--- config.mk ---
export PLATFORM = sky130hd
export DESIGN_NAME = cycle_counter
export DESIGN_NICKNAME = d
export VERILOG_FILES = /design/src/rtl/ising_pkg.sv /design/src/rtl/cycle_counter.sv
export VERILOG_INCLUDE_DIRS = /design/src /design/src/include
export SDC_FILE = /design/constraint.sdc
export NUM_CORES = 1
export LEC_CHECK = 0
export ABC_AREA = 1
export BUFFER_PORTS_ARGS = -buffer_cell sky130_fd_sc_hd__buf_2
export CAP_MARGIN = 30
export CORE_ASPECT_RATIO = 1.1
export CORE_MARGIN = 4
export CORE_UTILIZATION = 59
export CTS_BUF_LIST = sky130_fd_sc_hd__clkbuf_2 sky130_fd_sc_hd__clkbuf_4 sky130_fd_sc_hd__clkbuf_8
export DETAILED_ROUTE_END_ITERATION = 7
export GPL_ROUTABILITY_DRIVEN = 0
export PLACE_DENSITY = 0.83
export SKIP_LAST_GASP = 1
export SLEW_MARGIN = 30
export SYNTH_ARGS = -nofsm -noshare
export SYNTH_HDL_FRONTEND = slang
export SYNTH_SLANG_ARGS = --single-unit
--- constraint.sdc ---
create_clock -name clk_i -period 2.1 [get_ports clk_i]
set_input_delay 0.21 -clock clk_i [delete_from_list [all_inputs] [get_ports clk_i]]
set_output_delay 0.21 -clock clk_i [all_outputs]
set_load 0.1 [all_outputs]
--- src/include/ising_config.svh ---
// array size, coupling and bias widths, energy and counter widths, weight FIFO depth
`ifndef ISING_CONFIG_SVH
`define ISING_CONFIG_SVH

// array size
`define ISING_NUM_SPIN 16
`define ISING_PARALLELISM 4
`define ISING_NUM_BLK (`ISING_NUM_SPIN / `ISING_PARALLELISM)

// block address into the J memory
`define ISING_ADDR_BIT $clog2(`ISING_NUM_SPIN / `ISING_PARALLELISM)

// signed width shared by J weights and h biases
`define ISING_BITJ 4

// unsigned h scaling factor
`define ISING_SCALING_BIT 4

`define ISING_ENERGY_BIT 32

// measurement counter
`define ISING_CNT_BIT 32

// prefetch depth for weight blocks
`define ISING_WFIFO_DEPTH 2

`endif

--- src/rtl/ising_pkg.sv ---
// shared types: spin vector, weight block, h biases, scale, energy, memory request, partial sum
`include "ising_config.svh"

package ising_pkg;

    typedef logic [`ISING_NUM_SPIN-1:0] spin_vec_t;

    // PARALLELISM rows, each NUM_SPIN weights, row 0 in the low bits
    typedef logic [`ISING_PARALLELISM*`ISING_NUM_SPIN*`ISING_BITJ-1:0] weight_blk_t;

    typedef logic [`ISING_NUM_SPIN*`ISING_BITJ-1:0] hbias_vec_t;

    typedef logic [`ISING_SCALING_BIT-1:0] hscale_t;

    typedef logic [`ISING_ADDR_BIT-1:0] blk_addr_t;

    typedef logic signed [`ISING_ENERGY_BIT-1:0] energy_t;

    typedef logic [`ISING_CNT_BIT-1:0] cycle_cnt_t;

    // read strobe plus block address, data back one cycle later
    typedef struct packed {
        logic      ren;
        blk_addr_t addr;
    } jmem_req_t;

    typedef struct packed {
        energy_t energy;
        logic    last;
        logic    valid;
    } partial_t;

endpackage

--- src/rtl/cycle_counter.sv ---
// cycle_counter: saturating busy-cycle counter cleared at the start of each computation
`timescale 1ns/1ps

module cycle_counter (
    input  logic                   clk_i,
    input  logic                   rst_n_i,
    input  logic                   start_i,
    input  logic                   busy_i,
    output ising_pkg::cycle_cnt_t  count_o
);

    import ising_pkg::*;

    cycle_cnt_t count_q;
    logic       at_max;

    assign at_max = (count_q == '1);

    always_ff @(posedge clk_i or negedge rst_n_i) begin
        if (!rst_n_i) begin
            count_q <= '0;
        end else if (start_i) begin
            count_q <= '0;
        end else if (busy_i && !at_max) begin
            count_q <= count_q + 1'b1;
        end
    end

    // holds the last value after the computation ends
    assign count_o = count_q;

endmodule

# Yosys cells after proc, flatten, opt, wreduce, memory -nomap -nowiden
# Index checks and enable logic that the tools add are counted.
dict set report op_classes {
  addsub 1
  eq_ne 1
  mux 2
  n_reduce_logical 3
}
# cell n
set op_table {}
lappend op_table {{two-way mux 32 bit} 2}
lappend op_table {{adder 32 x 1 -> 32 bit (second input constant)} 1}
lappend op_table {{== test 32 bit (second input constant)} 1}
lappend op_table {{nonzero test 2 bit} 1}
lappend op_table {{logical AND 1 bit} 1}
lappend op_table {{zero test 1 bit} 1}
dict set report totals {
  reg_bits 32
  inputBits 4
}

# Logic depth before layout (Yosys ltp)
# Gate-level depths: netlist of the first run.
dict set report logic_depth {
  depth_word 5
  mapped_depth 12
  ltp_nobuf 11
}

# Least setup slack after synthesis of the first run
# OpenSTA, ideal clock, no wires.
dict set report synth_timing {
  path_type {flip-flop to flip-flop}
  startpoint {register count_q[1], in the netlist count_o[1]}
  endpoint {register count_q[13], in the netlist count_o[13]}
  arrival_ns 2.310
  required_time_ns 2.032
  path_slack_ns -0.278
  stages_incl_launch_ff 13
  n_path_buf 1
  period_less_slack_ns 2.378
  path_cell_list {dfrtp_1 -> ha_1 -> nand2_1 -> nor2_4 -> nand2_4 -> nor2_8 -> nand2_2 -> nand2_4 -> nand2_4 -> clkinv_2 -> buf_6 -> nand2_1 -> nand2_1}
}
dict set report synth_via {
  elab_chain_len 4
}
# element line_no
set synth_lines {}
lappend synth_lines {{start: declaration} cycle_counter.sv:14} ;# cycle_cnt_t count_q;
lappend synth_lines {{start signal: assignment} cycle_counter.sv:25} ;# count_q <= count_q + 1'b1;
lappend synth_lines {{parallel branches: the longest is 4 deep, another holds adder 32 x 1 -> 32 bit} -}
# Parallel ways; which one is timed is not known. The select of a mux whose other input is x is not followed.
# A chain may end at the register's enable or synchronous reset.

# Worst setup path in the final report of the first run
dict set report layout_timing {
  startpoint {register count_q[0], in the netlist count_o[0]}
  endpoint {register count_q[29], in the netlist count_o[29]}
}
# The elaborated chain is that of the path after synthesis.

==> run_results.csv, run 1 <==
group,metric,value,unit
floorplanning,rows,23,
clock_tree,worstSkewPairLatency,0.29,ns
run_status,status,"finished, violations left",
clock_tree,htreeDepth,2,
detailed_routing,drt_wl_total,5880,µm
global_routing,antenna_found_initial,0,
sta,fin_worst_skew,0.00901,ns
global_routing,use_met1,34.4,%
critical_path,cp.required,2.29,ns
power_and_ir_drop,peakVddDrop,0.449,mV
logic_synthesis,synthSimpleGateAreaFrac,48.0,%
detailed_routing,detail_route.wl_per_cell,13.2,µm
critical_path,r2r_slack,0.15,ns
logic_synthesis,syn_area,0.00224,mm²
placement,pre_cts_slack,0.160,ns
floorplanning,die_area,0.00485,mm²
critical_path,regToRegStartpoint,"count_o[0]",
sta,period_share,92.7,%
logic_synthesis,synth_cell_types,28,
logic_synthesis,synth_top_area_share,35.7,%
run,drv_cap,0,
cells_and_area,drive_gt1_share,20.5,%
detailed_routing,first_iter_violations,269,
sta,relSlewSlack,51.0,%
logic_synthesis,yosysSeqAreaShare,35.7,%
global_routing,met3_usage,5.24,%
logic_synthesis,synthAdderAreaFrac,0.558,%
sta,finalSetupViolCount,0,
power_and_ir_drop,p_leak,0.00131,µW
sta,postLayoutSetupSlackWorst,0.154,ns
logic_synthesis,yosys-top-cells-area,"dfrtp_1, nand2_1, nor2_1",
cells_and_area,fillers,328,
logic_synthesis,ys_async_sr_fraction,100,%
detailed_routing,vias_per_cell,5.29,
cells_and_area,stdcell_count,446,
logic_synthesis,synth_compound_area_share,4.24,%
clock_tree,cts_root_buffer,"clkbuf_8",
logic_synthesis,postSynthCellCount,350,
sta,hold_violations,32,
sta,worst_pin_slew,0.736,ns
detailed_routing,vias,2361,
floorplanning,initial_core_util,61.3,%
clock_tree,post_cts_resized,0,
cells_and_area,syn_to_final_growth,17.2,%
critical_path,path_max_fanout,20,
power_and_ir_drop,finalPower,1320,µW
clock_tree,clockBufferDepth,2,
logic_synthesis,ys.flop_type,"dfrtp_1",
sta,rsz0062_at_grt,"no",
floorplanning,pin_count,36,
global_routing,overflow,0,
logic_synthesis,synth_enable_flop_cells,0,
detailed_routing,drc_errors,0,
detailed_routing,first_pass_iters,4,
clock_tree,cts_made_buffers,5,
logic_synthesis,synth_most_common_cell,"nand2_1",
clock_tree,clock_sinks,32,
power_and_ir_drop,p_per_area,504,mW/mm²
logic_synthesis,synth_xor_area_share,3.13,%
cells_and_area,fin_nets,400,
critical_path,reg2reg_depth,12,
cells_and_area,largest_register_ffs,32,
placement,dp_hpwl,4270,µm
global_routing,grt_util_all_layers,27.1,%
logic_synthesis,avgSynthCellArea,6.41,µm²
placement,portBuffers,35,
detailed_routing,postRouteAntennaNets,0,
logic_synthesis,synth_top_family_by_area,"simple AND/OR/NAND/NOR gates",
critical_path,r2r-end,"count_o[29]",
floorplanning,die_x,66.8,µm
cells_and_area,antennaDiodeCount,0,
logic_synthesis,synth_nets,355,
global_routing,grt_pass1_vias,2261,
global_routing,grt_pass1_wl,10100,µm
logic_synthesis,ys_ff_latch,32,
logic_synthesis,synth.yosys.warnings,0,
logic_synthesis,synth_area_leader_cell,"dfrtp_1",
global_routing,grtUsageMet2,45.3,%
sta,holdWs,-0.0217,ns
critical_path,arrival,2.13,ns
global_routing,busiest_layer,"met2",
floorplanning,die_h,72.7,µm
critical_path,critPathCaptureType,"flop",
critical_path,crit_type,"reg -> reg",
placement,dp_cells,438,
floorplanning,core,0.00365,mm²
clock_tree,hold_buffers,0,
run_status,violations,"hold timing",
logic_synthesis,synthTopCellsByCount,"nand2_1, nor2_1, nand3_1, dfrtp_1, inv_1",
logic_synthesis,synthMuxAreaShare,0,%
sta,min_period,1.95,ns
critical_path,crit_path_start_kind,"flop",
sta,slew_violations,0,
sta,fmax,0.514,GHz
global_routing,grt_max_degree,33,
clock_tree,clkTransAtPathRegs,0.08,ns
clock_tree,cts_tree,"built",
sta,finalSetupTns,0,ns
hold_path,hold_class,"in -> async",
clock_tree,post_cts_buffers,0,
-- power by group --
group	leakage [µW]	internal (µW)	total (µW)	switching, µW
sequential	0.000431	620	624	4.12
clock	0.0000586	365	606	241
combinational	0.000820	14.2	93.4	79.2
-- how the worst max path moves through the flow --
stage	startpoint	slack, ns	endpoint
final	count_o[0]	0.15	count_o[29]
after global routing	count_o[1]	0.05	count_o[11]
after CTS	count_o[0]	0.16	count_o[29]
after detailed placement	count_o[0]	0.16	count_o[29]
after global placement	count_o[0]	-0.01	count_o[26]
after floorplan	count_o[9]	0.003	count_o[25]
-- cell families (layout without fill, tap and decap cells) --
kind of cell | Yosys count | after routing
AOI/OAI and AO/OA | 18 | 18
xor gates and xnor gates | 8 | 8
adders and majority gates | 1 | 1
buffers and inverters | 40 | 86
DFF | 32 | 32
and+or+nand+nor | 251 | 251
-- final cells by class --
cell class	count	area, µm²	area share (%)
Clock inverter	2	35.0	1.33
Multi-Input combinational cell	278	1260	47.9
Tap cell	50	62.6	2.38
Sequential cell	32	812	30.9
Inverter	31	118	4.48
Timing Repair Buffer	47	265	10.1
Clock buffer	6	76.3	2.90
-- through the flow --
step	utilization, %	area (µm²)	hold slack (ns)
2_1_floorplan	-	2250	-0.0856
3_3_place_gp	68.7	2510	0.308
3_5_place_dp	68.8	2520	0.314
4_1_cts	71.9	2630	0.00174
5_1_grt	71.9	2630	0.0378
6_report	71.9	2630	-0.0217
-- worst max-delay path: stages (launching register included) --
cell and delay, ns:
dfrtp_2 0.43, ha_1 0.23, nand2_1 0.11, nor2_4 0.06, nand2_4 0.09, nor2_8 0.04
buf_4 0.15, nand2_2 0.08, nand2_4 0.10, nand2_4 0.08, clkinv_2 0.25, nand2_1 0.16
nand2_1 0.06
-- layer usage --
layer | part of all wire [%] | wire, µm | up-vias
li1 | - | - | 1187
met1 | 41 | 2410 | 1063
met2 | 49 | 2910 | 102
met3 | 8.2 | 482 | 9
met4 | 1.4 | 82 | 0
met5 | 0 | 0 | -
-- cell usage in the layout, fill, tap and decap left out --
cell type  count
inv_2          1
nor2_1        53
a21oi_1        1
o21ai_0        4
nor2_4         1
nor2_2         5
clkbuf_8       5
or2_2          1
clkbuf_4       1
buf_2         35
nand3b_1       1
nor2_8         1
dfrtp_2        9
ha_1           1
xor2_1         4
a22oi_1        1
inv_1         28
o21ai_1       10
dfrtp_1       23
buf_4         12
a21oi_2        1
nand2_4        3
bufinv_16      1
nand2_2        3
nand4_1        8
xnor2_1        4
nand3_1       34
clkinv_2       2
nand2_1      141
o21bai_1       1
clkinv_1       1
(Power assumes the default switching activity.)
==> inputs of run 2 (changes only) <==
Settings changed: RECOVER_POWER from default to 50.
==> run 2 against run 1 <==
Sequential power is essentially flat. Cell area shrank 0.81%. Highest routed layer unchanged. Clock skew grew 0.0023 ns. Register-to-register slack is essentially flat. Critical path type unchanged. Global-route usage is the same. Routed wire length grew 0.14%. The flow finishes with violations (capacitance limit, slew limit). Sequential share of layout area grew 0.25 points. Critical endpoint unchanged. Maximum frequency grew 0.35%.
==> run_results.csv, run 2 (synthesized netlist as in run 1, its figures left out) <==
group,metric,value,unit
detailed_routing,first_iter_violations,254,
critical_path,r2r-end,"count_o[29]",
cells_and_area,fin_nets,400,
global_routing,antenna_found_initial,0,
critical_path,path_max_fanout,20,
sta,min_period,1.94,ns
sta,rsz0062_at_grt,"no",
hold_path,hold_class,"in -> reg",
clock_tree,cts_root_buffer,"clkbuf_8",
power_and_ir_drop,combPwrFrac,6.9,%
sta,holdWs,0.304,ns
detailed_routing,first_pass_iters,5,
floorplanning,die_h,72.7,µm
clock_tree,clock_sinks,32,
clock_tree,hold_buffers,0,
sta,worst_pin_slew,1.81,ns
clock_tree,clkTransAtPathRegs,0.08,ns
power_and_ir_drop,peakVddDrop,0.452,mV
clock_tree,htreeDepth,2,
critical_path,reg2reg_depth,12,
detailed_routing,vias_per_cell,5.29,
cells_and_area,final_cell_mix,"nand2_1, nor2_1, nand3_1",
clock_tree,post_cts_buffers,0,
floorplanning,initial_core_util,61.3,%
detailed_routing,postRouteAntennaNets,0,
power_and_ir_drop,p_seq_share,47.0,%
hold_path,hold_path.startpoint,"busy_i",
cells_and_area,largest_register_ffs,32,
power_and_ir_drop,p_sw_share,24.8,%
sta,slew_violations,33,
power_and_ir_drop,p_per_area,509,mW/mm²
clock_tree,worstSkewPairLatency,0.30,ns
cells_and_area,layout.cells.most_common,"nand2_1",
global_routing,overflow,0,
critical_path,arrival,2.13,ns
clock_tree,cts_tree,"built",
detailed_routing,vias,2358,
global_routing,grtUsageMet2,45.3,%
run_status,violations,"capacitance limit, slew limit",
critical_path,crit_path_start_kind,"flop",
sta,hold_violations,0,
critical_path,cp.required,2.29,ns
floorplanning,die_area,0.00485,mm²
placement,dp_hpwl,4270,µm
critical_path,regToRegStartpoint,"count_o[0]",
sta,postLayoutSetupSlackWorst,0.161,ns
detailed_routing,detail_route.wl_per_cell,13.2,µm
sta,period_share,92.3,%
global_routing,grt_pass1_wl,10100,µm
detailed_routing,drt_wl_total,5890,µm
global_routing,busiest_layer,"met2",
cells_and_area,drive_gt1_share,16.2,%
critical_path,crit_type,"reg -> reg",
global_routing,grt_util_all_layers,27.1,%
global_routing,grt_pass1_vias,2261,
placement,pre_cts_slack,0.160,ns
global_routing,met3_usage,5.24,%
cells_and_area,syn_to_final_growth,16.2,%
power_and_ir_drop,switchingPower,329,µW
floorplanning,rows,23,
power_and_ir_drop,clock_power_share,46.0,%
critical_path,critPathCaptureType,"flop",
clock_tree,clockBufferDepth,2,
clock_tree,post_cts_resized,0,
floorplanning,core,0.00365,mm²
detailed_routing,drc_errors,0,
global_routing,use_met1,34.4,%
sta,relSlewSlack,-20.4,%
placement,portBuffers,35,
critical_path,startpoint,"count_o[0]",
critical_path,r2r_slack,0.16,ns
global_routing,grt_max_degree,33,
run,drv_cap,1,
sta,fmax,0.516,GHz
power_and_ir_drop,internal_power,998,µW
cells_and_area,fillers,342,
floorplanning,die_x,66.8,µm
clock_tree,cts_made_buffers,5,
sta,finalSetupViolCount,0,
run_status,status,"finished, violations left",
floorplanning,pin_count,36,
power_and_ir_drop,p_leak,0.00124,µW
hold_path,min_to,"count_o[22]",
hold_path,min_path_cells,3,
cells_and_area,antennaDiodeCount,0,
sta,fin_worst_skew,0.0114,ns
run 2: cell count changes in the layout (fill, tap and decap cells not counted), sizes merged:
cell    change
buf        -17
clkbuf     +17
run 2: cell type report:
class                      count  area (µm²)  share of cell area [%]
clock buffer                   6        76.3                    2.93
clock inverter                 2        35.0                    1.34
inverter                      31         118                    4.51
multi-input combinational    278        1260                    48.3
sequential                    32         812                    31.2
tap                           50        62.6                    2.40
timing repair buffer          47         244                    9.36
run 2: routing by layer:
| layer | share of wire [%] | up-vias |
|---|---|---|
| met5 | 0 | - |
| met4 | 1.7 | 0 |
| met3 | 7.2 | 11 |
| met2 | 48 | 104 |
| met1 | 43 | 1057 |
| li1 | - | 1186 |
run 2: worst max-delay path by stage:
stage | to | slack (ns) | depth (start not counted)
floorplan | count_o[25] | 0.003 | 11
global placement | count_o[26] | -0.01 | 8
detailed placement | count_o[29] | 0.16 | 12
CTS | count_o[29] | 0.16 | 12
global route | count_o[11] | 0.04 | 12
finish | count_o[29] | 0.16 | 12
run 2: power by group through the flow:
stage / Clock [µW] / Combinational [µW] / Sequential [µW]
after global routing: 640 / 98.4 / 625
after detailed placement: 0 / 93.2 / 636
after CTS: 608 / 93.3 / 624
after global placement: 0 / 93.3 / 635
final: 611 / 92.0 / 624
after floorplan: 0 / 44.1 / 660
run 2: stage by stage:
stage / TNS (ns) / util [%] / instance area, µm² / std cells / total power, µW
5_1_grt: 0 / 71.3 / 2610 / 446 / 1360
6_report: 0 / 71.3 / 2610 / 446 / 1330
3_5_place_dp: 0 / 68.8 / 2520 / 438 / 729
3_3_place_gp: -0.0275 / 68.7 / 2510 / 438 / 728
2_1_floorplan: 0 / - / 2250 / 350 / 704
4_1_cts: 0 / 71.9 / 2630 / 446 / 1330
run 2: critical path, stage by stage (launching register included):
cell,delay (ns)
dfrtp_2,0.43
ha_1,0.23
nand2_1,0.11
nor2_4,0.06
nand2_4,0.09
nor2_8,0.04
buf_4,0.15
nand2_2,0.08
nand2_4,0.10
nand2_4,0.08
clkinv_2,0.25
nand2_1,0.16
nand2_1,0.06
