<file path="src/include/ising_config.svh">
// array size, coupling and bias widths, energy and counter widths, weight FIFO depth
`ifndef ISING_CONFIG_SVH
`define ISING_CONFIG_SVH

// array size
`define ISING_NUM_SPIN 16
`define ISING_PARALLELISM 4
`define ISING_NUM_BLK (`ISING_NUM_SPIN / `ISING_PARALLELISM)

// block address into the J memory
`define ISING_ADDR_BIT $clog2(`ISING_NUM_SPIN / `ISING_PARALLELISM)

// signed width shared by J weights and h biases
`define ISING_BITJ 4

// unsigned h scaling factor
`define ISING_SCALING_BIT 4

`define ISING_ENERGY_BIT 32

// measurement counter
`define ISING_CNT_BIT 32

// prefetch depth for weight blocks
`define ISING_WFIFO_DEPTH 2

`endif

</file>
<file path="src/rtl/ising_pkg.sv">
// shared types: spin vector, weight block, h biases, scale, energy, memory request, partial sum
`include "ising_config.svh"

package ising_pkg;

    typedef logic [`ISING_NUM_SPIN-1:0] spin_vec_t;

    // PARALLELISM rows, each NUM_SPIN weights, row 0 in the low bits
    typedef logic [`ISING_PARALLELISM*`ISING_NUM_SPIN*`ISING_BITJ-1:0] weight_blk_t;

    typedef logic [`ISING_NUM_SPIN*`ISING_BITJ-1:0] hbias_vec_t;

    typedef logic [`ISING_SCALING_BIT-1:0] hscale_t;

    typedef logic [`ISING_ADDR_BIT-1:0] blk_addr_t;

    typedef logic signed [`ISING_ENERGY_BIT-1:0] energy_t;

    typedef logic [`ISING_CNT_BIT-1:0] cycle_cnt_t;

    // read strobe plus block address, data back one cycle later
    typedef struct packed {
        logic      ren;
        blk_addr_t addr;
    } jmem_req_t;

    typedef struct packed {
        energy_t energy;
        logic    last;
        logic    valid;
    } partial_t;

endpackage

</file>
<file path="src/rtl/stream_fifo.sv">
// stream_fifo: valid/ready circular buffer FIFO with typed payload and free-slot count
`timescale 1ns/1ps

module stream_fifo #(
    parameter type payload_t = logic,
    parameter int  DEPTH     = 2,
    parameter int  CNT_W     = $clog2(DEPTH + 1)
) (
    input  logic             clk_i,
    input  logic             rst_n_i,
    input  logic             flush_i,
    input  logic             in_valid_i,
    output logic             in_ready_o,
    input  payload_t         in_data_i,
    output logic             out_valid_o,
    input  logic             out_ready_i,
    output payload_t         out_data_o,
    output logic [CNT_W-1:0] free_o
);

    localparam int PTR_W = (DEPTH > 1) ? $clog2(DEPTH) : 1;

    payload_t         mem_q [DEPTH];
    logic [PTR_W-1:0] wr_ptr_q;
    logic [PTR_W-1:0] rd_ptr_q;
    logic [CNT_W-1:0] count_q;
    logic [CNT_W-1:0] count_d;
    logic             full_q;
    logic             empty_q;
    logic             push;
    logic             pop;

    function automatic logic [PTR_W-1:0] ptr_next(input logic [PTR_W-1:0] ptr);
        if (ptr == PTR_W'(DEPTH - 1)) begin
            return '0;
        end
        return ptr + 1'b1;
    endfunction

    assign push        = in_valid_i & ~full_q;
    assign pop         = out_ready_i & ~empty_q;
    assign in_ready_o  = ~full_q;
    assign out_valid_o = ~empty_q;
    assign out_data_o  = mem_q[rd_ptr_q];
    assign free_o      = CNT_W'(DEPTH) - count_q;

    always_comb begin
        case ({push, pop})
            2'b10:   count_d = count_q + 1'b1;
            2'b01:   count_d = count_q - 1'b1;
            default: count_d = count_q;
        endcase
    end

    always_ff @(posedge clk_i or negedge rst_n_i) begin
        if (!rst_n_i) begin
            wr_ptr_q <= '0;
            rd_ptr_q <= '0;
            count_q  <= '0;
            full_q   <= 1'b0;
            empty_q  <= 1'b1;
        end else if (flush_i) begin
            wr_ptr_q <= '0;
            rd_ptr_q <= '0;
            count_q  <= '0;
            full_q   <= 1'b0;
            empty_q  <= 1'b1;
        end else begin
            if (push) begin
                wr_ptr_q <= ptr_next(wr_ptr_q);
            end
            if (pop) begin
                rd_ptr_q <= ptr_next(rd_ptr_q);
            end
            count_q <= count_d;
            full_q  <= (count_d == CNT_W'(DEPTH));
            empty_q <= (count_d == '0);
        end
    end

    always_ff @(posedge clk_i) begin
        if (push) begin
            mem_q[wr_ptr_q] <= in_data_i;
        end
    end

endmodule

</file>
<file path="src/rtl/weight_fetch.sv">
// weight_fetch: J memory read sequencer with credit check and weight block prefetch FIFO
`timescale 1ns/1ps
`include "ising_config.svh"

module weight_fetch (
    input  logic                    clk_i,
    input  logic                    rst_n_i,
    input  logic                    flush_i,
    output ising_pkg::jmem_req_t    jmem_req_o,
    input  ising_pkg::weight_blk_t  jmem_rdata_i,
    output logic                    blk_valid_o,
    input  logic                    blk_ready_i,
    output ising_pkg::weight_blk_t  blk_o
);

    import ising_pkg::*;

    localparam int DEPTH = `ISING_WFIFO_DEPTH;
    localparam int CNT_W = $clog2(DEPTH + 1);

    jmem_req_t        req_q;
    blk_addr_t        addr_q;
    logic             rdata_valid_q;
    logic [CNT_W-1:0] fifo_free;
    logic [CNT_W-1:0] in_flight;
    logic             issue;

    // strobe on the bus and data landing now are not yet in the FIFO count
    assign in_flight = CNT_W'(req_q.ren) + CNT_W'(rdata_valid_q);
    assign issue     = (fifo_free > in_flight);

    always_ff @(posedge clk_i or negedge rst_n_i) begin
        if (!rst_n_i) begin
            req_q         <= '0;
            addr_q        <= '0;
            rdata_valid_q <= 1'b0;
        end else if (flush_i) begin
            req_q         <= '0;
            addr_q        <= '0;
            rdata_valid_q <= 1'b0;
        end else begin
            req_q.ren <= issue;
            if (issue) begin
                req_q.addr <= addr_q;
                // wraps after the last block
                addr_q     <= addr_q + 1'b1;
            end
            rdata_valid_q <= req_q.ren;
        end
    end

    assign jmem_req_o = req_q;

    stream_fifo #(
        .payload_t (weight_blk_t),
        .DEPTH     (DEPTH)
    ) u_weight_fifo (
        .clk_i       (clk_i),
        .rst_n_i     (rst_n_i),
        .flush_i     (flush_i),
        .in_valid_i  (rdata_valid_q),
        .in_ready_o  (),
        .in_data_i   (jmem_rdata_i),
        .out_valid_o (blk_valid_o),
        .out_ready_i (blk_ready_i),
        .out_data_o  (blk_o),
        .free_o      (fifo_free)
    );

endmodule

</file>
<file path="config.mk">
export PLATFORM = sky130hd
export DESIGN_NAME = weight_fetch
export DESIGN_NICKNAME = d
export VERILOG_FILES = /design/src/rtl/ising_pkg.sv /design/src/rtl/stream_fifo.sv /design/src/rtl/weight_fetch.sv
export VERILOG_INCLUDE_DIRS = /design/src /design/src/include
export SDC_FILE = /design/constraint.sdc
export NUM_CORES = 1
export LEC_CHECK = 0
export BUFFER_PORTS_ARGS = -buffer_cell sky130_fd_sc_hd__buf_2
export CAP_MARGIN = 10
export CORE_AREA = 2 2 200 202
export CTS_CLUSTER_SIZE = 12
export DETAILED_ROUTE_END_ITERATION = 16
export DIE_AREA = 0 0 202 204
export PLACE_DENSITY_LB_ADDON = 0.3
export SYNTH_ARGS = -nofsm -noshare
export SYNTH_HDL_FRONTEND = slang
export SYNTH_SLANG_ARGS = --single-unit
</file>
<file path="constraint.sdc">
create_clock -name clk_i -period 38.4 [get_ports clk_i]
set_clock_uncertainty 0.15 [all_clocks]
set_input_delay 3.84 -clock clk_i [delete_from_list [all_inputs] [get_ports clk_i]]
set_output_delay 3.84 -clock clk_i [all_outputs]
set_load 0.05 [all_outputs]
</file>
# Yosys cells after proc, flatten, opt, wreduce, memory -nomap -nowiden
# Memories as Yosys holds them, arrays and structs flattened.
# Index checks and enable logic that the tools add are counted.
[word_totals] output_inout_bits=260 word_cells=54 ramBits=512 inputBits=260 ff_bits=12 mem_count=1
[memory_table] memory="u_weight_fifo.mem_q" words=2 width=256 rd=1 rd_clocked_by_memory_dff=0 wr=1 line="stream_fifo.sv:23" rtl="payload_t mem_q [DEPTH];"
[classes] reduce_logical=4 order_cmp=1 eq_ne=3 n_mux=25 addsub=7 n_bitwise=4
[op_table] op="two-way mux 1 bit" count=19
[op_table] op="two-way mux 2 bit" count=4
[op_table] op="nonzero test 2 bit" count=3
[op_table] op="adder 2 x 1 -> 2 bit (second input constant)" count=2
[op_table] op="== test 2 bit (second input constant)" count=2
[op_table] op="one-hot mux 2 bit (2 select lines)" count=1
[op_table] op="two-way mux 3 bit" count=1
[op_table] op="adder 1 bit (second input constant)" count=2
[op_table] op="adder 1 x 1 -> 2 bit" count=1
[op_table] op="bitwise AND 1 bit" count=2
[op_table] op="== test 2 x 1 -> 1 bit (second input constant)" count=1
[op_table] op="> comparator 2 bit" count=1
[op_table] op="zero test 2 bit" count=1
[op_table] op="NOT 1 bit" count=2
[op_table] op="subtractor 2 x 1 -> 2 bit (second input constant)" count=1
[op_table] op="subtractor 2 bit (first input constant)" count=1

# Longest topological paths before layout
# Gate-level depths: netlist (run 1).
[depth] word_depth=7 mapped_depth=6 depth_no_buf=6

# By module
# Synthesis (run 1) repeated with hierarchy kept, for this count alone.
[unflattened] cells_unflattened=858 hier_area_um2=19287.2
[modules_own_cells] module="stream_fifo" area_per_inst_um2=18960.7 seq_area_each_um2=15526.1 cells_per_inst=830 instances=1
[modules_own_cells] module="weight_fetch" area_per_inst_um2=326.6 seq_area_each_um2=150.1 cells_per_inst=28 instances=1

# Worst setup path after synthesis (run 1)
# Ideal clock, no wire load.
[synth_timing] path_type="reg-to-reg" start="reg u_weight_fifo.full_q" end="mem u_weight_fifo.mem_q[0][0] in the netlist's numbering (enable)" arrival_ns=11.148 stages_incl_launch_ff=3 setup_slack_ns=26.224 setup_ns=0.878 n_path_buf=0 synth_period_minus_slack_ns=12.176 required_ns=37.372 path_cell_list="dfrtp_1 nand2b_1 nor2_1"
[synth_via] elab_chain_cells=4
[synth_rtl] element="from (decl)" line="stream_fifo.sv:28" rtl="logic full_q;"
[synth_rtl] element="from (signal assigned)" line="stream_fifo.sv:76" rtl="full_q <= (count_d == CNT_W'(DEPTH));"
[synth_rtl] element="NOT 1 bit"
[synth_rtl] element="bitwise AND 1 bit" line="stream_fifo.sv:40" rtl="assign push = in_valid_i & ~full_q;"
[synth_rtl] element="two-way mux 1 bit" line="stream_fifo.sv:82" rtl="if (push) begin"
[synth_rtl] element="two-way mux 1 bit (implied by the code)" line="stream_fifo.sv:83" rtl="mem_q[wr_ptr_q] <= in_data_i;"
[synth_rtl] element="to (decl)" line="stream_fifo.sv:23"
# No other way between the ends.

# Final worst setup path (run 1)
[layout_timing] start="reg u_weight_fifo.rd_ptr_q" end="out blk_o[23]"
[layout_via] elab_chain_cells=1
[layout_rtl] element="from (decl)" line="stream_fifo.sv:25" rtl="logic [PTR_W-1:0] rd_ptr_q;"
[layout_rtl] element="from (signal assigned)" line="stream_fifo.sv:73" rtl="rd_ptr_q <= ptr_next(rd_ptr_q);"
[layout_rtl] element="memory read (2 x 256 bit)"
[layout_rtl] element="to (decl)" line="weight_fetch.sv:13" rtl="output ising_pkg::weight_blk_t blk_o"
# No other way between the ends.

==> results.md, run 1 <==
- Status: complete, no violations
- Hold_buf cts: 0
- Total CTS buffers: 53
- Slew HR: 26.8%
- Antenna Nets Post-Route: 0
- Async SR Flop Fraction: 2.29%
- Effective utilization at floorplan: 48.9%
- Largest net degree at the start of global routing: 82
- IO Pins: 520
- First drt pass iteration count: 5
- Critical path peak fanout: 78
- Input/output buffers: 519
- Layout cell share with drive strength beyond 1: 58.9%
- Crit-path leading delay family: buffers and inverters
- Dpl hpwl: 29.0 mm
- Register Area: 15,700 um2
- Grt ovf: 0
- Startpoint types: flip-flop
- Clock transition at the registers of the reported paths: 0.06 ns
- Post-synth EDFFs: 512
- Crit-path most repeated cell: buf_4
- CP max stage delay: 0.88 ns
- First-pass GRT wire length: 61.2 mm
- Max_cap viols: 0
- Worst Path Buf+Inv: 3
- Area growth from synthesis to layout: 23.8%
- Die Y: 204 um
- Initial antenna violation count: 18
- Achievable Freq: 0.130 GHz
- Syn_area_per_cell: 22.4 um2
- RSZ-0062 raised after global routing: no
- Root Driver: clkbuf_16
- Area of the multi-input gates: 3180 um2
- Peak supply drop: 0.0000512 V
- R2R cell count: 4
- Setup TNS: 0 ns
- Mapped Nets: 1,122
- H-tree level count: 2
- Post-CTS Resized: 0
- Crit-path cells: buf_4, buf_4, mux2_2, buf_2
- Final period util: 20.1%
- Core Util, Final: 60.6%
- RR Endpoint: u_weight_fifo.mem_q[0][210]
- Vias: 9,992
- Synthesized area: 19,200 um2
- CTS tree: yes
- Unique masters post-synth: 26
- Later-pin clock latency in the skew report: 0.57 ns
- Yosys top cell area share: 80.2%
- Clock sinks: 524
- Final Hold Fails: 0
- Synth warnings: 0
- Total power: 1.72 mW
- WP data arrival: 3.72 ns
- Core ar.: 39,200 um2
- Fin crit period: 7.71 ns
- Most frequent cell after synthesis: edfxtp_1
- Hold path endpoint: addr_q[1]
- Post-Syn Instances: 858
- Hold path startpoint: addr_q[1]
- Commonest cells in the synthesized netlist: edfxtp_1 (512), mux2_2 (257), buf_6 (26), dfrtp_1 (11), nor2_1 (7)
- Area contributors post-synth: edfxtp_1 (80%), mux2_2 (15%), buf_6 (1.5%)
- Number of post-CTS setup repair buffers: 0
- Hold Crit Class: flip-flop to flip-flop
- Slack of the worst reg-to-reg path: 35.45 ns
- Static Leak: 8.69 nW
- Routed wire per std cell: 21.3 um
- Power Density: 72.3 nW/um2
- Total track usage: 19.9%
- Worst Path Required: 34.41 ns
- WHS Path Cells: 2
- Total die area: 41,200 um2
- Final Setup Violations: 0
- Least-Margin Pin Slew: 1.10 ns
- 1st-iter DRT viols: 635
- # nets final: 1,677
- Final-layout fill cell count: 2,862
- Rows: 73
- Final Wtd Congestion: 0.896
- R2R Path Start: u_weight_fifo.full_q
- Register area share after synthesis: 81.7%
- Critical-path top delay cell: buf_4
- Clk buf depth: 3
- DRC Markers: 0
- Dominant cell type by area after synthesis: edfxtp_1
- WL final: 42.2 mm
- Vias in the first global route: 10,278
- Pins over their slew limit: 0
- Die width: 202 um
- Crit. End Element: output port
- Via-to-Cell Ratio: 5.04
- Worst Setup Path Type: flip-flop to output port
- Yosys reg bits: 524
- Synth Flop Type: edfxtp_1
## registers in the layout, indices dropped and copies added, names as in the netlist
register	cells
u_weight_fifo.mem_q	512
jmem_req_o	3
addr_q	2
u_weight_fifo.count_q	2
rdata_valid_q	1
u_weight_fifo.empty_q	1
u_weight_fifo.full_q	1
u_weight_fifo.rd_ptr_q	1
u_weight_fifo.wr_ptr_q	1
## worst min-delay path, stage by stage (launching register included)
cell	delay, ns
dfrtp_1	0.34
or2_2	0.10
mux2i_1	0.06
## routing by layer
layer	global-route usage, %	wire (um)	vias up
li1	-	-	4530
met1	23.2	15700	4970
met2	34.1	21800	411
met3	6.60	3430	75
met4	8.11	1220	6
met5	0	41	-
## worst max-delay path by stage
stage	endpoint	cells after the start	from	slack [ns]
2_1_floorplan	u_weight_fifo.mem_q[0][0]	2	u_weight_fifo.full_q	26.22
3_3_place_gp	blk_o[14]	4	u_weight_fifo.rd_ptr_q	31.37
3_5_place_dp	blk_o[199]	4	u_weight_fifo.rd_ptr_q	31.29
4_1_cts	blk_o[203]	4	u_weight_fifo.rd_ptr_q	30.63
5_1_grt	blk_o[23]	4	u_weight_fifo.rd_ptr_q	30.48
6_report	blk_o[23]	4	u_weight_fifo.rd_ptr_q	30.69
## through the flow
step / setup WS [ns] / hold WS (ns) / cells / instance area, um2
6_report: 30.69 / 0.399 / 1984 / 23700
5_1_grt: 30.48 / 0.421 / 1981 / 23700
4_1_cts: 30.63 / 0.412 / 1968 / 23700
3_5_place_dp: 31.29 / 0.396 / 1883 / 22200
3_3_place_gp: 31.37 / 0.370 / 1883 / 22200
2_1_floorplan: 26.22 / 0.353 / 858 / 19200
## kinds of logic (layout without fill, tap and decap cells)
kind of cell    after synthesis  after routing  synth area share [%]
fa+ha+maj                     4              4                 0.261
simple gates                 21             21                 0.542
other cells                   0             16                     0
compound gates                9              9                 0.294
xor+xnor                      5              5                 0.228
buf+inv                      36            621                  1.74
mux                         259            259                  15.2
flops                       524            524                  81.7
## area by class of cell
| type | count | share of cell area [%] |
|---|---|---|
| tap | 525 | 2.77 |
| multi-input combinational | 298 | 13.4 |
| clock buffer | 71 | 5.87 |
| inverter | 6 | 0.0949 |
| sequential | 524 | 66.0 |
| clock inverter | 14 | 0.353 |
| timing repair buffer | 530 | 11.3 |
| antenna | 16 | 0.169 |
## cell usage in the layout (no fill, tap or decap), drive strengths merged, types with 2 or more instances in the layout
master  count
nor2b       5
o21ai       2
edfxtp    512
mux2      257
inv         6
mux2i       2
nor2        7
clkinv     13
dfrtp      11
a21oi       2
clkbuf     71
xnor2       5
diode      16
nand2       4
buf       530
ha          4
## power by group
group,internal [mW],total [mW],switching (mW)
Sequential,0.711,0.733,0.0215
Clock,0.257,0.450,0.192
Combinational,0.139,0.534,0.395
Total,1.11,1.72,0.608
No activity file was read; power rests on OpenSTA's default activity.
==> run 2, diff against run 1 <==
--- a/config.mk
+++ b/config.mk
@@ -6,12 +6,13 @@
 export SDC_FILE = /design/constraint.sdc
 export NUM_CORES = 1
 export LEC_CHECK = 0
+export ABC_AREA = 1
 export BUFFER_PORTS_ARGS = -buffer_cell sky130_fd_sc_hd__buf_2
 export CAP_MARGIN = 10
-export CORE_AREA = 2 2 200 202
+export CORE_AREA = 2 2 202 204
 export CTS_CLUSTER_SIZE = 12
 export DETAILED_ROUTE_END_ITERATION = 16
-export DIE_AREA = 0 0 202 204
+export DIE_AREA = 0 0 204 206
 export PLACE_DENSITY_LB_ADDON = 0.3
 export SYNTH_ARGS = -nofsm -noshare
 export SYNTH_HDL_FRONTEND = slang
==> constraint.sdc (replaced) <==
create_clock -name clk_i -period 7.18 [get_ports clk_i]
set_clock_uncertainty 0.15 [all_clocks]
set_input_delay 0.718 -clock clk_i [delete_from_list [all_inputs] [get_ports clk_i]]
set_output_delay 0.718 -clock clk_i [all_outputs]
set_load 0.05 [all_outputs]
==> results.md, run 2 <==
- Status: complete, no violations (unchanged)
- Via-to-Cell Ratio: 4.91 (was 5.04)
- Die Y: 206 um (was 204 um)
- Critical path peak fanout: 100 (was 78)
- Final Setup Violations: 0 (unchanged)
- Core Util, Final: 59.2% (was 60.6%)
- Static Leak: 10.1 nW (was 8.69 nW)
- Psw: 3.54 mW (was 608 uW)
- Largest register FFs: 512 (unchanged)
- WP data arrival: 3.37 ns (was 3.72 ns)
- Vias in the first global route: 12,016 (was 10,278)
- Sequential fraction of design power: 41.9% (was 42.7%)
- 1st-iter DRT viols: 918 (was 635)
- First drt pass iteration count: 5 (unchanged)
- Effective utilization at floorplan: 48.0% (was 48.9%)
- Synthesized area: 19,300 um2 (was 19,200 um2)
- Final Wtd Congestion: 0.837 (was 0.896)
- Final Hold Fails: 0 (unchanged)
- Crit-path leading delay family: buffers and inverters (unchanged)
- Async SR Flop Fraction: 2.29% (unchanged)
- Dpl hpwl: 29.9 mm (was 29.0 mm)
- Hold_buf cts: 1 (was 0)
- Core ar.: 40,200 um2 (was 39,200 um2)
- Layout cell share with drive strength beyond 1: 30.3% (was 58.9%)
- Commonest cells in the synthesized netlist: nand2_1 (790), edfxtp_1 (512), buf_2 (27), buf_6 (23), inv_1 (16) (was edfxtp_1 (512), mux2_2 (257), buf_6 (26), dfrtp_1 (11), nor2_1 (7))
- Area contributors post-synth: edfxtp_1 (80%), nand2_1 (15%), dfrtp_1 (1.4%) (was edfxtp_1 (80%), mux2_2 (15%), buf_6 (1.5%))
- Startpoint types: flip-flop (unchanged)
- Fin crit period: 4.24 ns
- Slew HR: 17.3% (was 26.8%)
- Yosys top cell area share: 79.7% (was 80.2%)
- First-pass GRT wire length: 65.7 mm (was 61.2 mm)
- Power Density: 389 nW/um2 (was 72.3 nW/um2)
- Pins over their slew limit: 0 (unchanged)
- Area growth from synthesis to layout: 23.2% (was 23.8%)
- CP max stage delay: 0.93 ns (was 0.88 ns)
- Hold Crit Class: input port to flip-flop (was flip-flop to flip-flop)
- Peak supply drop: 0.000289 V (was 0.0000512 V)
- Share of total power in the clock network: 26.5% (was 26.2%)
- RSZ-0062 raised after global routing: no (unchanged)
- Initial antenna violation count: 15 (was 18)
- Later-pin clock latency in the skew report: 0.58 ns (was 0.57 ns)
- Crit. End Element: output port (unchanged)
- Total power: 9.24 mW (was 1.72 mW)
- # nets final: 2,204 (was 1,677)
- Clk buf depth: 3 (unchanged)
- Cell Int Power: 5.71 mW (was 1.11 mW)
- CTS tree: yes (unchanged)
- Root Driver: clkbuf_16 (unchanged)
- Vias: 12,341 (was 9,992)
- Total track usage: 20.8% (was 19.9%)
- Dominant cell type by area after synthesis: edfxtp_1 (unchanged)
- Clock transition at the registers of the reported paths: 0.06 ns (about the same)
- Worst Setup Path Type: flip-flop to output port (unchanged)
- Commonest non-fill, non-tap cell in the layout: nand2_1 (was buf_2)
- Antenna Nets Post-Route: 0 (unchanged)
- Max_cap viols: 0 (unchanged)
- Register area share after synthesis: 81.2% (was 81.7%)
- Yosys reg bits: 524 (unchanged)
- WL final: 45.7 mm (was 42.2 mm)
- Worst Path Buf+Inv: 3 (unchanged)
- Total die area: 42,000 um2 (was 41,200 um2)
- H-tree level count: 2 (unchanged)
- Routed wire per std cell: 18.2 um (was 21.3 um)
- IO Pins: 520 (unchanged)
- Number of post-CTS setup repair buffers: 0 (unchanged)
- Setup WS post-layout: 2.94 ns (was 30.69 ns)
- Post-Syn Instances: 1,411 (was 858)
- Final period util: 59.1%
- Input/output buffers: 519 (unchanged)
- Achievable Freq: 0.236 GHz
- Pre-CTS WS: 3.46 ns (was 31.29 ns)
- Crit-path cells: buf_4, buf_4, nand2_1, nand2_1, buf_2 (was buf_4, buf_4, mux2_2, buf_2)
- DRC Markers: 0 (unchanged)
- Worst Path Required: 6.31 ns (was 34.41 ns)
- Grt ovf: 0 (unchanged)
- Unique masters post-synth: 17 (was 26)
- Syn_area_per_cell: 13.7 um2 (was 22.4 um2)
- Most frequent cells in the layout: nand2_1 (790), buf_2 (519), edfxtp_1 (512) (was buf_2 (519), edfxtp_1 (512), mux2_2 (257))
- Sw Ratio: 38.3% (was 35.5%)
- Clock sinks: 524 (unchanged)
- Synth warnings: 0 (unchanged)
- Least-Margin Pin Slew: 1.24 ns (was 1.10 ns)
- Post-synth EDFFs: 512 (unchanged)
- Most frequent cell after synthesis: nand2_1 (was edfxtp_1)
- Mapped Nets: 1,675 (was 1,122)
- Rows: 74 (was 73)
- Synth Flop Type: edfxtp_1 (unchanged)
- Largest net degree at the start of global routing: 194 (was 82)
- Combinational share of power: 31.6% (was 31.1%)
- Top reg by flops: u_weight_fifo.mem_q (unchanged)
- Critical-path top delay cell: buf_4 (unchanged)
- Die width: 204 um (was 202 um)
- Post-CTS Resized: 0 (unchanged)
- Total CTS buffers: 53 (unchanged)
[run 2: changes by cell type after synthesis, sizes merged, moves of 3 or more]
cell   change
nand2    +786
inv       +11
nor2b      -5
buf       +27
xnor2      -5
nand3      +3
mux2     -257
[run 2: worst paths after layout]
check                                            start                     endpoint  slack, ns  depth (start not counted)
worst min-delay path                  jmem_rdata_i[34]   u_weight_fifo.mem_q[0][34]       0.17                          1
worst max-delay path            u_weight_fifo.rd_ptr_q                    blk_o[60]       2.94                          5
worst max register to register    u_weight_fifo.full_q  u_weight_fifo.mem_q[1][132]       3.99                          5
max in group asynchronous                      rst_n_i        u_weight_fifo.empty_q       6.19                          2
worst min register to register           jmem_req_o[0]                jmem_req_o[0]       0.34                          2
min in group asynchronous                      rst_n_i                    addr_q[1]       0.41                          2
[run 2: stage by stage]
stage | hold WS, ns | setup TNS, ns | cells | instance area (um2)
after floorplan | 0.272 | -317.08 | 1411 | 19300
final | 0.174 | 0 | 2513 | 23800
after global placement | 0.307 | 0 | 2416 | 22200
after global routing | 0.147 | 0 | 2511 | 23800
after detailed placement | 0.321 | 0 | 2416 | 22200
after CTS | 0.128 | 0 | 2504 | 23800
[run 2: kinds of logic after synthesis]
kind of cell,count (synthesis),synth area share [%]
compound gates,7,0.194
buf+inv,74,2.66
fa+ha+maj,4,0.259
xor+xnor,2,0.0908
flops,524,81.2
simple gates,800,15.6
[run 2: routing by layer]
metal | vias to the layer above | part of all wire [%] | global-route usage [%]
met3 | 89 | 9.8 | 6.51
met4 | 14 | 3.0 | 8.75
met1 | 5857 | 38 | 25.4
met5 | - | 0.21 | 0
li1 | 5817 | - | -
met2 | 564 | 49 | 34.3
[run 2: final cells by class]
cell class / instances / area (um2)
flip-flops and latches: 524 / 15700
clock buffers: 73 / 1440
clock inverters: 14 / 67.6
diodes: 9 / 22.5
well taps: 532 / 666
fillers: 3209 / 16400
inverters: 17 / 71.3
repair buffers: 531 / 2700
multi-input cells: 813 / 3130
[run 2: worst reg2reg max path, stage by stage, from the launching register on]
cell     delay [ns]
dfrtp_1        0.35
inv_1          0.06
nand2_1        0.15
nor2_4         0.15
buf_12         0.72
buf_4          1.16
[run 2: power by group through the flow]
stage               registers [mW]  clock network (mW)  logic (mW)
floorplan                     4.02                   0        2.18
global placement              3.92                   0        2.91
detailed placement            3.93                   0        2.93
CTS                           3.87                2.51        2.94
global route                  3.90                2.62        3.10
finish                        3.87                2.45        2.92
==> run 3, diff against run 2 <==
==> constraint.sdc (replaced) <==
create_clock -name clk_i -period 4.33 [get_ports clk_i]
set_clock_uncertainty 0.15 [all_clocks]
set_input_delay 0.433 -clock clk_i [delete_from_list [all_inputs] [get_ports clk_i]]
set_output_delay 0.433 -clock clk_i [all_outputs]
set_load 0.05 [all_outputs]
==> results.md, run 3 (synthesis results as in run 2) <==
- Largest net degree at the start of global routing: 225 (was 194)
- Clk buf depth: 3 (unchanged)
- Share of total power in the clock network: 26.2% (was 26.5%)
- Setup WS post-layout: 0.676 ns (was 2.94 ns)
- Pre-CTS WS: 1.57 ns (was 3.46 ns)
- Slew HR: -9.85% (was 17.3%)
- Layout cell share with drive strength beyond 1: 27.1% (was 30.3%)
- Dpl hpwl: 31.1 mm (was 29.9 mm)
- H-tree level count: 2 (unchanged)
- Top reg by flops: u_weight_fifo.mem_q (unchanged)
- Die width: 204 um (unchanged)
- Final Wtd Congestion: 0.844 (was 0.837)
- Clock sinks: 524 (unchanged)
- Startpoint types: flip-flop (unchanged)
- Die Y: 206 um (unchanged)
- # nets final: 2,469 (was 2,204)
- Input/output buffers: 519 (unchanged)
- WL final: 51.8 mm (was 45.7 mm)
- Worst Setup Path Type: flip-flop to output port (unchanged)
- Total die area: 42,000 um2 (unchanged)
- Antenna Nets Post-Route: 0 (unchanged)
- Achievable Freq: 0.274 GHz
- Rows: 74 (unchanged)
- IO Pins: 520 (unchanged)
- Max_cap viols: 0 (unchanged)
- Initial antenna violation count: 6 (was 15)
- Final Hold Fails: 0 (unchanged)
- Crit. End Element: output port (unchanged)
- Fin crit period: 3.65 ns
- Vias in the first global route: 13,982 (was 12,016)
- Largest register FFs: 512 (unchanged)
- Sw Ratio: 38.3% (about the same)
- Grt ovf: 0 (unchanged)
- 1st-iter DRT viols: 965 (was 918)
- Root Driver: clkbuf_16 (unchanged)
- Combinational share of power: 32.8% (was 31.6%)
- Static Leak: 11.2 nW (was 10.1 nW)
- RSZ-0062 raised after global routing: no (unchanged)
- Clock transition at the registers of the reported paths: 0.06 ns (about the same)
- Total CTS buffers: 53 (unchanged)
- Hold Crit Class: input port to async pin (was input port to flip-flop)
- Register Area: 15,700 um2 (unchanged)
- Commonest non-fill, non-tap cell in the layout: nand2_1 (unchanged)
- Routed wire per std cell: 18.7 um (was 18.2 um)
- Most frequent cells in the layout: nand2_1 (789), buf_2 (519), edfxtp_1 (512) (was nand2_1 (790), buf_2 (519), edfxtp_1 (512))
- DRC Markers: 0 (unchanged)
- Pins over their slew limit: 96 (was 0)
- Total track usage: 23.9% (was 20.8%)
- WP data arrival: 3.07 ns (was 3.37 ns)
- Sequential fraction of design power: 41.0% (was 41.9%)
- Critical path peak fanout: 224 (was 100)
- Post-CTS Resized: 0 (unchanged)
- Power Density: 593 nW/um2 (was 389 nW/um2)
- Cell Int Power: 9.70 mW (was 5.71 mW)
- Area growth from synthesis to layout: 37.4% (was 23.2%)
- Later-pin clock latency in the skew report: 0.58 ns (about the same)
- Vias: 13,673 (was 12,341)
- Least-Margin Pin Slew: 1.65 ns (was 1.24 ns)
- Area of the multi-input gates: 3140 um2 (was 3130 um2)
- CTS tree: yes (unchanged)
- First-pass GRT wire length: 75.9 mm (was 65.7 mm)
- Final-layout fill cell count: 2,704 (was 3,209)
- Failing checks: max-slew violations
- Core ar.: 40,200 um2 (unchanged)
- Peak supply drop: 0.000575 V (was 0.000289 V)
- Worst Path Required: 3.75 ns (was 6.31 ns)
- Psw: 6.02 mW (was 3.54 mW)
- Final Setup Violations: 0 (unchanged)
- Final period util: 84.4%
- Status: complete, but fails checks (was complete, no violations)
- Total power: 15.7 mW (was 9.24 mW)
- Via-to-Cell Ratio: 4.94 (was 4.91)
- First drt pass iteration count: 5 (unchanged)
- Effective utilization at floorplan: 48.0% (unchanged)
-- run 3: cell types whose count changed in the layout (fill, tap and decap cells not counted), moves of 4 or more --
cell,change
clkinv_1,+4
buf_12,+8
dlygate4sd3_1,+258
diode_2,-4
clkbuf_1,-7
clkinv_2,-4
-- run 3: final cells by class --
type	instances	share of cell area, %
multi-input combinational	813	11.8
tap	532	2.51
timing repair buffer	796	20.5
clock inverter	16	0.382
clock buffer	66	5.35
inverter	17	0.269
antenna	5	0.0472
sequential	524	59.1
-- run 3: per-stage QoR --
step / util (%) / TNS, ns / hold slack [ns] / instances / area, um2
floorplan: - / -264.57 / -0.0126 / 1411 / 19300
global placement: 55.7 / 0 / 0.185 / 2423 / 22400
detailed placement: 55.7 / 0 / 0.186 / 2423 / 22400
CTS: 66.0 / 0 / 0.0994 / 2764 / 26500
global route: 66.0 / 0 / 0.113 / 2769 / 26500
finish: 66.0 / 0 / 0.119 / 2769 / 26500
-- run 3: worst max-delay path: stages (launching register included) --
cell     delay, ns
dfrtp_4       0.72
buf_12        0.44
nand2_1       0.17
nand2_1       0.18
buf_2         0.28
-- run 3: timing repair --
item                                    CTS  global route
endpoints found under the setup margin    0             0
hold buffers                            259             0
hold endpoints to repair                529             0
setup buffers                             0             0
-- run 3: worst paths after layout --
| path | startpoint | to | slack [ns] | depth (start not counted) |
|---|---|---|---|---|
| max in group asynchronous | rst_n_i | u_weight_fifo.empty_q | 3.63 | 2 |
| max | u_weight_fifo.rd_ptr_q | blk_o[136] | 0.68 | 4 |
| min reg2reg | jmem_req_o[1] | jmem_req_o[1] | 0.32 | 2 |
| min | rst_n_i | jmem_req_o[0] | 0.12 | 2 |
| min in group clk_i | jmem_req_o[1] | jmem_req_o[1] | 0.32 | 2 |
| max reg2reg | rdata_valid_q | u_weight_fifo.mem_q[0][125] | 2.02 | 3 |
-- run 3: routing by layer --
metal	global-route usage, %	wire length (um)	vias up
met5	0	14	-
met3	6.76	5040	116
li1	-	-	6345
met1	27.3	18500	6437
met2	42.1	26400	773
met4	10.2	1880	2
-- run 3: power by group through the flow --
stage                     sequential, mW  combinational [mW]  clock, mW
after global routing                6.49                5.44       4.39
final                               6.45                5.15       4.12
after detailed placement            6.54                4.92          0
after global placement              6.51                4.88          0
after floorplan                     6.59                3.63          0
after CTS                           6.44                5.13       4.20
